**src/verilog/eth_frame_pkg.sv**
```systemverilog
package eth_frame_pkg;

    // ------------------------------
    // Field widths
    // ------------------------------
    typedef logic [7:0]  byte_t;      // One GMII octet
    typedef logic [47:0] mac_addr_t;
    typedef logic [31:0] ip_addr_t;
    typedef logic [15:0] word16_t;    // Checksum word
    typedef logic [15:0] len_t;       // Byte count

    // ------------------------------
    // Ethernet framing
    // ------------------------------
    localparam word16_t ETH_TYPE_IPV4 = 16'h0800;

    localparam byte_t PREAMBLE_BYTE = 8'h55;
    localparam byte_t SFD_BYTE      = 8'hd5;

    // Segment lengths in bytes
    localparam int PREAMBLE_LEN    = 8;   // Seven 0x55 plus the SFD
    localparam int ETH_HDR_LEN     = 14;
    localparam int IP_ICMP_HDR_LEN = 28;  // 20 byte IPv4 + 8 byte ICMP
    localparam int FCS_LEN         = 4;

    // 46 byte minimum Ethernet payload less the 28 header bytes
    localparam int MIN_PAYLOAD_LEN = 18;

    // ------------------------------
    // IPv4 header constants
    // ------------------------------
    localparam byte_t   IP_TTL        = 8'h80;
    localparam byte_t   IP_PROTO_ICMP = 8'd1;
    localparam word16_t IP_FLAGS_DF   = 16'h4000;  // Don't fragment, offset 0

    // ------------------------------
    // ICMP
    // ------------------------------
    localparam byte_t ICMP_ECHO_REPLY = 8'd0;

endpackage
```
**src/verilog/icmp_tx_pkg.sv**
```systemverilog
package icmp_tx_pkg;

    import eth_frame_pkg::*;

    // ------------------------------
    // Echo reply request
    // ------------------------------
    // Presented with the start pulse, sampled once when accepted
    typedef struct packed {
        mac_addr_t   dest_mac;
        ip_addr_t    dest_ip;
        word16_t     icmp_id;
        word16_t     icmp_seq;
        len_t        payload_len;   // Payload bytes, padding not included
        logic [31:0] payload_sum;   // Running sum of the payload's 16 bit words
    } tx_request_t;

    // ------------------------------
    // Finished frame header
    // ------------------------------
    // IPv4 and ICMP headers with checksums filled in, MSB is the first byte on the wire
    typedef struct packed {
        mac_addr_t                      dest_mac;
        mac_addr_t                      src_mac;
        logic [IP_ICMP_HDR_LEN*8-1:0]   ip_icmp;
        len_t                           payload_len;
    } frame_hdr_t;

endpackage

```
**src/verilog/icmp_tx_top.sv**
```systemverilog
module icmp_tx_top #(
    parameter eth_frame_pkg::mac_addr_t board_mac = 48'h00_11_22_33_44_55,
    parameter eth_frame_pkg::ip_addr_t  board_ip  = {8'd192, 8'd168, 8'd1, 8'd123}
) (
    input  logic                     clk,
    input  logic                     rst_n,
    input  logic                     start,
    input  icmp_tx_pkg::tx_request_t req,
    input  eth_frame_pkg::byte_t     payload_data,
    output logic                     busy,
    output logic                     payload_rd,
    output logic                     gmii_tx_en,
    output eth_frame_pkg::byte_t     gmii_txd,
    output logic                     tx_done
);
    import eth_frame_pkg::*;
    import icmp_tx_pkg::*;

    frame_hdr_t  hdr;
    logic        hdr_valid;
    logic        frame_done;

    // CRC hookup
    logic        crc_init;
    logic        crc_en;
    byte_t       crc_byte;
    logic [31:0] crc_value;

    icmp_hdr_builder #(
        .board_mac (board_mac),
        .board_ip  (board_ip)
    ) hdr_builder0 (
        .clk        (clk),
        .rst_n      (rst_n),
        .start      (start),
        .req        (req),
        .frame_done (frame_done),
        .busy       (busy),
        .hdr        (hdr),
        .hdr_valid  (hdr_valid)
    );

    gmii_frame_sequencer frame_seq0 (
        .clk          (clk),
        .rst_n        (rst_n),
        .hdr          (hdr),
        .hdr_valid    (hdr_valid),
        .payload_data (payload_data),
        .crc_value    (crc_value),
        .payload_rd   (payload_rd),
        .gmii_tx_en   (gmii_tx_en),
        .gmii_txd     (gmii_txd),
        .crc_init     (crc_init),
        .crc_en       (crc_en),
        .crc_byte     (crc_byte),
        .frame_done   (frame_done),
        .tx_done      (tx_done)
    );

    eth_crc32 crc0 (
        .clk       (clk),
        .rst_n     (rst_n),
        .crc_init  (crc_init),
        .crc_en    (crc_en),
        .crc_byte  (crc_byte),
        .crc_value (crc_value)
    );

endmodule

```
**src/verilog/gmii_frame_sequencer.sv**
```systemverilog
module gmii_frame_sequencer (
    input  logic                    clk,
    input  logic                    rst_n,
    input  icmp_tx_pkg::frame_hdr_t hdr,
    input  logic                    hdr_valid,
    input  eth_frame_pkg::byte_t    payload_data,
    input  logic [31:0]             crc_value,
    output logic                    payload_rd,
    output logic                    gmii_tx_en,
    output eth_frame_pkg::byte_t    gmii_txd,
    output logic                    crc_init,
    output logic                    crc_en,
    output eth_frame_pkg::byte_t    crc_byte,
    output logic                    frame_done,
    output logic                    tx_done
);
    import eth_frame_pkg::*;

    typedef enum logic [2:0] {
        st_idle,
        st_preamble,
        st_eth_hdr,
        st_ip_hdr,
        st_payload,
        st_pad,
        st_fcs
    } state_t;

    state_t                   state;
    len_t                     cnt;       // Byte index inside the current segment
    len_t                     len;
    byte_t                    tx_byte;
    logic [ETH_HDR_LEN*8-1:0] eth_vec;
    logic                     done_q;

    assign len     = hdr.payload_len;
    assign eth_vec = {hdr.dest_mac, hdr.src_mac, ETH_TYPE_IPV4};

    // ------------------------------
    // Segment sequencing
    // ------------------------------
    always_ff @(posedge clk or negedge rst_n) begin
        if (!rst_n) begin
            state  <= st_idle;
            cnt    <= '0;
            done_q <= 1'b0;
        end else begin
            done_q <= 1'b0;
            cnt    <= cnt + len_t'(1);
            case (state)
                st_idle: begin
                    cnt <= '0;
                    if (hdr_valid)
                        state <= st_preamble;
                end
                st_preamble: begin
                    if (cnt == len_t'(PREAMBLE_LEN - 1)) begin
                        state <= st_eth_hdr;
                        cnt   <= '0;
                    end
                end
                st_eth_hdr: begin
                    if (cnt == len_t'(ETH_HDR_LEN - 1)) begin
                        state <= st_ip_hdr;
                        cnt   <= '0;
                    end
                end
                st_ip_hdr: begin
                    if (cnt == len_t'(IP_ICMP_HDR_LEN - 1)) begin
                        state <= (len == '0) ? st_pad : st_payload;  // Empty echo pads only
                        cnt   <= '0;
                    end
                end
                st_payload: begin
                    if (cnt == len - len_t'(1)) begin
                        // Short payload keeps counting into the pad
                        if (len < len_t'(MIN_PAYLOAD_LEN)) begin
                            state <= st_pad;
                        end else begin
                            state <= st_fcs;
                            cnt   <= '0;
                        end
                    end
                end
                st_pad: begin
                    if (cnt == len_t'(MIN_PAYLOAD_LEN - 1)) begin
                        state <= st_fcs;
                        cnt   <= '0;
                    end
                end
                st_fcs: begin
                    if (cnt == len_t'(FCS_LEN - 1)) begin
                        state  <= st_idle;
                        cnt    <= '0;
                        done_q <= 1'b1;
                    end
                end
                default: state <= st_idle;
            endcase
        end
    end

    // ------------------------------
    // Byte selection
    // ------------------------------
    always_comb begin
        case (state)
            st_preamble: tx_byte = (cnt == len_t'(PREAMBLE_LEN - 1)) ? SFD_BYTE : PREAMBLE_BYTE;
            st_eth_hdr:  tx_byte = eth_vec[(ETH_HDR_LEN - 1 - int'(cnt)) * 8 +: 8];
            st_ip_hdr:   tx_byte = hdr.ip_icmp[(IP_ICMP_HDR_LEN - 1 - int'(cnt)) * 8 +: 8];
            st_payload:  tx_byte = payload_data;
            // Reflected register is already in wire bit order, low byte goes first
            st_fcs:      tx_byte = ~crc_value[int'(cnt[1:0]) * 8 +: 8];
            default:     tx_byte = '0;  // Idle and pad
        endcase
    end

    assign gmii_tx_en = (state != st_idle);
    assign gmii_txd   = tx_byte;

    // CRC covers destination MAC through the pad
    assign crc_init = hdr_valid & (state == st_idle);
    assign crc_en   = (state == st_eth_hdr) || (state == st_ip_hdr) ||
                      (state == st_payload) || (state == st_pad);
    assign crc_byte = tx_byte;

    // Source answers one cycle after the read
    assign payload_rd = ((state == st_ip_hdr) && (cnt == len_t'(IP_ICMP_HDR_LEN - 1))
                         && (len != '0))
                     || ((state == st_payload) && (cnt + len_t'(1) < len));

    assign frame_done = done_q;
    assign tx_done    = done_q;

    a_rd_then_payload: assert property (@(posedge clk) disable iff (!rst_n)
        payload_rd |=> (state == st_payload));

    // Enable drops only once the frame is complete
    a_no_gap: assert property (@(posedge clk) disable iff (!rst_n)
        $fell(gmii_tx_en) |-> frame_done);

endmodule

```
**src/verilog/icmp_hdr_builder.sv**
```systemverilog
module icmp_hdr_builder #(
    parameter eth_frame_pkg::mac_addr_t board_mac = 48'h00_11_22_33_44_55,
    parameter eth_frame_pkg::ip_addr_t  board_ip  = {8'd192, 8'd168, 8'd1, 8'd123}
) (
    input  logic                     clk,
    input  logic                     rst_n,
    input  logic                     start,
    input  icmp_tx_pkg::tx_request_t req,
    input  logic                     frame_done,
    output logic                     busy,
    output icmp_tx_pkg::frame_hdr_t  hdr,
    output logic                     hdr_valid
);
    import eth_frame_pkg::*;
    import icmp_tx_pkg::*;

    localparam byte_t IP_VER_IHL = 8'h45;  // IPv4, five 32 bit words

    typedef enum logic [2:0] {
        st_idle,
        st_capture,
        st_fold_ip,
        st_fold_icmp,
        st_ready
    } state_t;

    state_t      state;
    tx_request_t req_q;
    word16_t     ip_id;      // Identification, one step per accepted request
    logic [31:0] ip_sum;
    logic [31:0] icmp_sum;
    len_t        total_len;
    logic        accept;

    // One end-around-carry step
    function automatic logic [31:0] fold(input logic [31:0] s);
        return 32'(s[31:16]) + 32'(s[15:0]);
    endfunction

    // Free again in the cycle the sequencer reports the frame sent
    assign busy      = (state != st_idle) & ~frame_done;
    assign accept    = start & ~busy;
    assign total_len = req_q.payload_len + len_t'(IP_ICMP_HDR_LEN);

    // ------------------------------
    // Control
    // ------------------------------
    always_ff @(posedge clk or negedge rst_n) begin
        if (!rst_n) begin
            state     <= st_idle;
            ip_id     <= '0;
            hdr_valid <= 1'b0;
        end else begin
            hdr_valid <= 1'b0;
            if (accept) begin
                state <= st_capture;
                ip_id <= ip_id + 16'd1;  // First frame goes out with 1
            end else begin
                case (state)
                    st_capture:   state <= st_fold_ip;
                    st_fold_ip:   state <= st_fold_icmp;
                    st_fold_icmp: begin
                        state     <= st_ready;
                        hdr_valid <= 1'b1;
                    end
                    st_ready: begin
                        if (frame_done)
                            state <= st_idle;
                    end
                    default:      state <= st_idle;
                endcase
            end
        end
    end

    // ------------------------------
    // Checksums
    // ------------------------------
    always_ff @(posedge clk) begin
        if (accept)
            req_q <= req;
        case (state)
            st_capture: begin
                // Checksum field counts as zero
                ip_sum   <= 32'({IP_VER_IHL, 8'h00}) + 32'(total_len) + 32'(ip_id)
                          + 32'(IP_FLAGS_DF) + 32'({IP_TTL, IP_PROTO_ICMP})
                          + 32'(board_ip[31:16]) + 32'(board_ip[15:0])
                          + 32'(req_q.dest_ip[31:16]) + 32'(req_q.dest_ip[15:0]);
                icmp_sum <= 32'({ICMP_ECHO_REPLY, 8'h00}) + 32'(req_q.icmp_id)
                          + 32'(req_q.icmp_seq) + req_q.payload_sum;
            end
            st_fold_ip:   ip_sum   <= fold(fold(ip_sum));
            st_fold_icmp: icmp_sum <= fold(fold(icmp_sum));
            default: ;
        endcase
    end

    // Header image, stable from hdr_valid until the next accepted request
    always_comb begin
        hdr.dest_mac    = req_q.dest_mac;
        hdr.src_mac     = board_mac;
        hdr.payload_len = req_q.payload_len;
        hdr.ip_icmp     = {IP_VER_IHL, 8'h00, total_len,
                           ip_id, IP_FLAGS_DF,
                           IP_TTL, IP_PROTO_ICMP, ~ip_sum[15:0],
                           board_ip,
                           req_q.dest_ip,
                           ICMP_ECHO_REPLY, 8'h00, ~icmp_sum[15:0],  // ICMP type, code
                           req_q.icmp_id, req_q.icmp_seq};
    end

    // Header is handed over only while a frame is owned
    a_valid_busy: assert property (@(posedge clk) disable iff (!rst_n)
        hdr_valid |-> busy);

    a_hdr_latency: assert property (@(posedge clk) disable iff (!rst_n)
        accept |-> ##4 hdr_valid);

endmodule

```
**src/verilog/eth_crc32.sv**
```systemverilog
module eth_crc32 (
    input  logic                 clk,
    input  logic                 rst_n,
    input  logic                 crc_init,
    input  logic                 crc_en,
    input  eth_frame_pkg::byte_t crc_byte,
    output logic [31:0]          crc_value
);
    import eth_frame_pkg::*;

    localparam logic [31:0] CRC_POLY = 32'hedb8_8320;  // Reflected 0x04C11DB7

    // ------------------------------
    // One byte, LSB first
    // ------------------------------
    function automatic logic [31:0] crc_step(input logic [31:0] crc, input byte_t data);
        logic [31:0] c;
        c = crc ^ {24'd0, data};
        for (int i = 0; i < 8; i++) begin
            if (c[0])
                c = (c >> 1) ^ CRC_POLY;
            else
                c = c >> 1;
        end
        return c;
    endfunction

    always_ff @(posedge clk or negedge rst_n) begin
        if (!rst_n) begin
            crc_value <= '1;
        end else if (crc_init) begin
            crc_value <= '1;  // Seed before the first header byte
        end else if (crc_en) begin
            crc_value <= crc_step(crc_value, crc_byte);
        end
    end

endmodule

```
**config.mk**
```make
export PLATFORM = sky130hd
export DESIGN_NAME = icmp_tx_top
export DESIGN_NICKNAME = d
export VERILOG_FILES = /design/src/verilog/eth_frame_pkg.sv /design/src/verilog/icmp_tx_pkg.sv /design/src/verilog/icmp_tx_top.sv /design/src/verilog/gmii_frame_sequencer.sv /design/src/verilog/icmp_hdr_builder.sv /design/src/verilog/eth_crc32.sv
export SDC_FILE = /design/constraint.sdc
export NUM_CORES = 1
export LEC_CHECK = 0
export BUFFER_PORTS_ARGS = -buffer_cell sky130_fd_sc_hd__clkbuf_2
export CAP_MARGIN = 10
export CORE_AREA = 5 5 184 320
export CTS_BUF_LIST = sky130_fd_sc_hd__clkbuf_8
export CTS_CLUSTER_SIZE = 14
export DETAILED_ROUTE_END_ITERATION = 16
export DIE_AREA = 0 0 189 325
export GPL_ROUTABILITY_DRIVEN = 0
export PLACE_DENSITY = 0.61
export SYNTH_ARGS = -nofsm -noshare
export SYNTH_HDL_FRONTEND = slang
export SYNTH_SLANG_ARGS = --single-unit
```
**constraint.sdc**
```tcl
create_clock -name clk -period 10.55 [get_ports clk]
set_input_delay 0 -clock clk [delete_from_list [all_inputs] [get_ports clk]]
set_output_delay 0 -clock clk [all_outputs]
set_load 0.03 [all_outputs]
```
Yosys cells after proc, flatten, opt, wreduce, memory -nomap -nowiden
Cells that the tools add are included.
{ "op_classes": {"n_eq_ne": 24, "add_sub_neg": 20, "n_reduce_logical": 16, "shifts": 3, "bitwise_logic": 17, "magnitude_cmp": 2, "mux": 53} }
{ "op_table": {"columns": ["cell", "n"], "rows": [
  ["$mux 32", 24],
  ["$shiftx 224x32->8", 1],
  ["$pmux 32 s2", 2],
  ["$mux 16", 7],
  ["$not 13->14", 8],
  ["$pmux 16 s7", 1],
  ["$shiftx 112x32->8", 1],
  ["$add 32x16->32", 3],
  ["$add 16x16->17", 5],
  ["$add 32x16->32 const B", 2],
  ["$pmux 8 s5", 1],
  ["$add 16x1->16 const B", 2],
  ["$add 32x15->32 const B", 1],
  ["$add 32x32->32", 1],
  ["$add 32x9->32 const B", 1],
  ["$eq 16x5->1 const B", 2],
  ["$not 16->16", 2],
  ["$shiftx 32x6->8", 1],
  ["$xor 32x8->32", 1],
  ["$mux 3", 9],
  ["$pmux 3 s7", 1],
  ["$add 15x16->17 const A", 1],
  ["$sub 4x16->17 const A", 1],
  ["$sub 5x16->17 const A", 1],
  ["29 further kinds", 56]
]} }
{ "totals": {"in_bits": 171, "out_inout_bits": 12, "ff_bits": 296, "elab_cells": 150} }

Logic depth before layout (Yosys ltp)
{ "logic_depth": {"word_depth": 36, "mapped_depth": 23, "depth_no_buf": 23} }

Hierarchy
Synthesis repeated with hierarchy kept, for this count alone.
{ "unflattened": {"hier_cells": 2145, "hier_area_um2": 23179.7} }
{ "by_module_without_submodules": {"columns": ["module", "cells_each", "seq_area_each_um2", "area_each_um2", "n_inst"], "rows": [
  ["icmp_hdr_builder", 1342, 6836.6, 15021.9, 1],
  ["gmii_frame_sequencer", 635, 500.5, 5885.6, 1],
  ["eth_crc32", 168, 840.8, 2272.2, 1]
]} }

Worst setup path before layout
Ideal clock, no wire load.
{ "synth_timing": {"path_type": "register to register", "startpoint": "reg hdr_builder0.state[2]", "endpoint": "reg hdr_builder0.ip_id[10]", "setup_ps": 123, "period_less_slack_ps": 6715, "arrival_ps": 6592, "n_path_buf": 2, "path_stages_with_launch": 10, "required_time_ps": 10427, "setup_slack_ps": 3835, "cell_sequence": "dfrtp_1 -> clkbuf_1 -> nor3_1 -> nor2_1 -> nor2b_1 -> buf_1 -> nand3_1 -> nor2_1 -> nand3_1 -> xnor2_1"} }
{ "synth_between": {"elab_chain_cells": 4} }
{ "synth_lines": {"columns": ["element", "line", "text"], "rows": [
  ["start: declaration", "icmp_hdr_builder.sv:27", "state_t state;"],
  ["start signal: assignment", "icmp_hdr_builder.sv:50", "state <= st_idle;"],
  ["start signal: assignment", "icmp_hdr_builder.sv:56", "state <= st_capture;"],
  ["start signal: assignment", "icmp_hdr_builder.sv:60", "st_capture: state <= st_fold_ip;"],
  ["$reduce_bool 3->1", "icmp_hdr_builder.sv:41", "assign busy = (state != st_idle) & ~frame_done;"],
  ["$and 1x1->1", "icmp_hdr_builder.sv:41", null],
  ["named net busy", "icmp_tx_top.sv:10", "output logic busy,"],
  ["$not 1->1", "icmp_hdr_builder.sv:42", "assign accept = start & ~busy;"],
  ["$and 1x1->1", "icmp_hdr_builder.sv:42", null],
  ["named net hdr_builder0.accept", "icmp_hdr_builder.sv:33", "logic accept;"],
  ["end signal: assignment", "icmp_hdr_builder.sv:57", "ip_id <= ip_id + 16'd1;"],
  ["end: declaration", "icmp_hdr_builder.sv:29", "word16_t ip_id;"]
]} }
The timed path passes the listed nets, and every way through them passes these cells.
A chain may end at the register's enable or synchronous reset.

Worst setup path in the final report
{ "layout_timing": {"startpoint": "reg hdr_builder0.req_q, in the netlist hdr_builder0.hdr[2]", "endpoint": "reg hdr_builder0.ip_sum[18] (data pin)"} }
{ "layout_between": {"elab_chain_cells": 10} }
{ "layout_lines": {"columns": ["element", "line", "text"], "rows": [
  ["start: declaration", "icmp_hdr_builder.sv:28", "tx_request_t req_q;"],
  ["start signal: assignment", "icmp_hdr_builder.sv:81", "req_q <= req;"],
  ["$add 16x5->16", "icmp_hdr_builder.sv:43", "assign total_len = req_q.payload_len + len_t'(IP_ICMP_HDR_LEN);"],
  ["$add 15x16->17", "icmp_hdr_builder.sv:85", "ip_sum <= 32'({IP_VER_IHL, 8'h00}) + 32'(total_len) + 32'(ip_id)"],
  ["$add 32x16->32", "icmp_hdr_builder.sv:85", null],
  ["$add 32x15->32", "icmp_hdr_builder.sv:86", "+ 32'(IP_FLAGS_DF) + 32'({IP_TTL, IP_PROTO_ICMP})"],
  ["$add 32x16->32", "icmp_hdr_builder.sv:86", null],
  ["$add 32x16->32", "icmp_hdr_builder.sv:87", "+ 32'(board_ip[31:16]) + 32'(board_ip[15:0])"],
  ["$add 32x9->32", "icmp_hdr_builder.sv:87", null],
  ["$add 32x16->32 (2 in series)", "icmp_hdr_builder.sv:88", "+ 32'(req_q.dest_ip[31:16]) + 32'(req_q.dest_ip[15:0]);"],
  ["$pmux 32 s2", "icmp_hdr_builder.sv:82", "case (state)"],
  ["end signal: assignment", "icmp_hdr_builder.sv:85", null],
  ["end signal: assignment", "icmp_hdr_builder.sv:92", "st_fold_ip: ip_sum <= fold(fold(ip_sum));"],
  ["end: declaration", "icmp_hdr_builder.sv:30", "logic [31:0] ip_sum;"]
]} }
No other way between the ends.

==> impl_results.md <==
- Commonest non-fill, non-tap cell in the layout: edfxtp_1
- Worst-path fanout max: 10
- Final min period: 6.013 ns
- Full die area: 61430 um^2
- Die height: 325 um
- Reg clk slew, reported paths: 0.06 ns
- Most frequent cells in the layout: 212 x edfxtp_1, 181 x clkbuf_2, 162 x dlygate4sd3_1
- Row cnt: 115
- P_leak: 9.367 nW
- Mapped cell area: 19350 um^2
- Ys async rst share: 0.2535
- Count of different cell masters after synthesis: 84
- # resized after CTS: 0
- PwrDens: 387.1 nW/um^2
- Leading area contributor after synthesis: edfxtp_1
- Crit Path Class: register to register
- Final setup violating endpoints: 0
- Synth area leaders: edfxtp_1 33%, ha_1 7.9%, xnor2_1 6.2%
- Grt ovf: 0
- Clock tree sinks: 284
- Max Cap Viol: 0
- RSZ-0062 raised after global routing: false
- Die Span X: 189 um
- Seq cells post-synth: 284
- TritonCTS clock tree: built
- Pwr Total: 9.064 mW
- First-pass GRT wire length: 94320 um
- Dpl hpwl: 47120 um
- Input/output buffers: 182
- Via-per-instance ratio: 5.345
- Post-DRT Antenna Nets: 0
- CTS Root Cell: clkbuf_8
- Multi-input combinational cell area: 10430 um^2
- Fin Setup TNS: 0 ns
- Final period utilization: 0.5700
- Via Count: 15450
- Vias in the first global route: 16410
- Status: completed
- Final Max Slew Viols: 0
- Routed wire length: 62170 um
- Post-DR wirelength/cell: 21.51 um
- CTS buffer count: 43
- H-tree depth: 2
- Synth warnings: 0
- Storage cell area: 8213 um^2
- Gate Count Post-Synth: 1811
- Worst vdd ir: 219.6 uV
- Hold WC Path Type: primary input to register
- Iteration-0 DRC Markers: 902
- Slew HR: 0.2922
- Setup bufs post-CTS: 0
- Layout area overhead: 21.00%
- CP startpoint kind: register
- GRT Total Usage: 0.1986
- Share of layout cells above drive strength 1: 0.1668
- I/O Pins: 183
- Pin count of the biggest net entering global routing: 156
- Longest Clk Path Bufs: 3
- Max Clock Freq: 0.1663 GHz
- Worst Path Required: 10.86 ns
- Post-Syn Nets: 2140
- Register area share after synthesis: 0.4242
- Final hold vios: 0
- Clock Skew: 0.04270 ns
- Primary FF master, synth: edfxtp_1
- Worst EP arrival: 6.33 ns
- Hold_buf cts: 162
- Initial Util: 0.3457
- DR DRC count: 0
- Slew @ Worst Pin: 1.061 ns
- CP endpoint kind: register
- Core box area: 55970 um^2
- Post-synth EDFFs: 212
- Average cell area after synthesis: 10.68 um^2
- Initial antenna violation count: 6
- Pre-antenna DRT Iters: 5
- Synth top area share: 0.3290
- Fillers: 5259
- Clk_lat worst skew: 0.63 ns
- Nets: 2477
## routing by layer
layer | global-route usage | vias up | wire length (um)
li1 | - | 7238 | -
met1 | 0.1984 | 7440 | 21400
met2 | 0.3632 | 533 | 32330
met3 | 0.03403 | 236 | 2889
met4 | 0.1481 | 0 | 5552
met5 | 0 | - | 0
## power breakdown
part | switching (mW) | total (mW) | internal (mW)
Combinational | 3.49 | 5.96 | 2.48
Clock | 0.478 | 0.922 | 0.444
Sequential | 0.360 | 2.18 | 1.82
## synthesized netlist by cell type (all sizes together) (36+ instances only)
library cell  instances
fa                   36
nor2                124
edfxtp              212
nor2b                42
ha                  122
a21oi               129
nand3                58
inv                 103
o21ai                92
xor2                 94
dfrtp                40
mux2i                39
nor3                 62
nand2               115
xnor2               143
## path summary, 6_finish.rpt
check / slack [ns] / cells past startpoint / from / end
worst min register to register: 0.52 / 2 / crc0.crc_value[24] / crc0.crc_value[24]
worst max-delay path: 4.54 / 20 / hdr_builder0.hdr[2] / hdr_builder0.ip_sum[18]
max in group asynchronous: 9.66 / 3 / rst_n / frame_seq0.cnt[0]
min in group asynchronous: 0.15 / 3 / rst_n / frame_seq0.cnt[8]
worst min-delay path: 0.09 / 2 / req[42] / hdr_builder0.hdr[10]
worst max register to register: 4.54 / 20 / hdr_builder0.hdr[2] / hdr_builder0.ip_sum[18]
## critical path, cell delays in order (launching register included)
cell and delay (ns):
edfxtp_1 0.50, inv_1 0.17, ha_1 0.28, nor2b_1 0.64, o21ai_0 0.22, and2_1 0.24, fa_1 0.49, inv_1 0.05
fa_1 0.45, ha_1 0.31, ha_1 0.33, a21boi_0 0.15, o21ai_0 0.22, a21boi_0 0.15, o21ai_0 0.26, a21oi_1 0.13
o32ai_1 0.50, o2111ai_1 0.21, a21oi_1 0.21, xnor2_1 0.14, nor2_1 0.05
## final cells by class
cell class | instances | area share
multi-input combinational | 1356 | 0.4454
sequential | 284 | 0.3508
timing repair buffer | 359 | 0.1135
tap | 702 | 0.03752
clock buffer | 44 | 0.02587
inverter | 104 | 0.01667
clock inverter | 35 | 0.009620
antenna | 6 | 0.0006413
## state kept, by name, indices dropped and copies added, names as in the netlist
| register | cells |
|---|---|
| crc0.crc_value | 32 |
| frame_seq0.cnt | 16 |
| frame_seq0.frame_done | 1 |
| frame_seq0.state | 3 |
| hdr_builder0.hdr | 128 |
| hdr_builder0.hdr_valid | 1 |
| hdr_builder0.icmp_sum | 32 |
| hdr_builder0.ip_id | 16 |
| hdr_builder0.ip_sum | 20 |
| hdr_builder0.req_q | 32 |
| hdr_builder0.state | 3 |
## logic make-up after synthesis
family / Yosys count / share of synthesized area
xor gates and xnor gates: 237 / 0.1170
AOI/OAI and AO/OA: 383 / 0.1247
and+or+nand+nor: 511 / 0.1300
adders and majority gates: 158 / 0.1161
muxes: 67 / 0.04986
buffers and inverters: 171 / 0.03802
DFF: 284 / 0.4242
## metrics by stage
| step | util | instances | worst slack (ns) | hold WS [ns] | area (um^2) |
|---|---|---|---|---|---|
| final | 0.4183 | 2890 | 4.537 | 0.08957 | 23410 |
| after CTS | 0.4180 | 2884 | 4.532 | 0.03342 | 23400 |
| after global routing | 0.4182 | 2888 | 4.119 | 0.07398 | 23410 |
| after floorplan | - | 1811 | 3.835 | -0.2956 | 19350 |
| after detailed placement | 0.3742 | 2643 | 4.600 | 0.1786 | 20940 |
| after global placement | 0.3742 | 2643 | 4.718 | 0.1770 | 20940 |
Note: power is estimated with default switching activity, not from simulation.
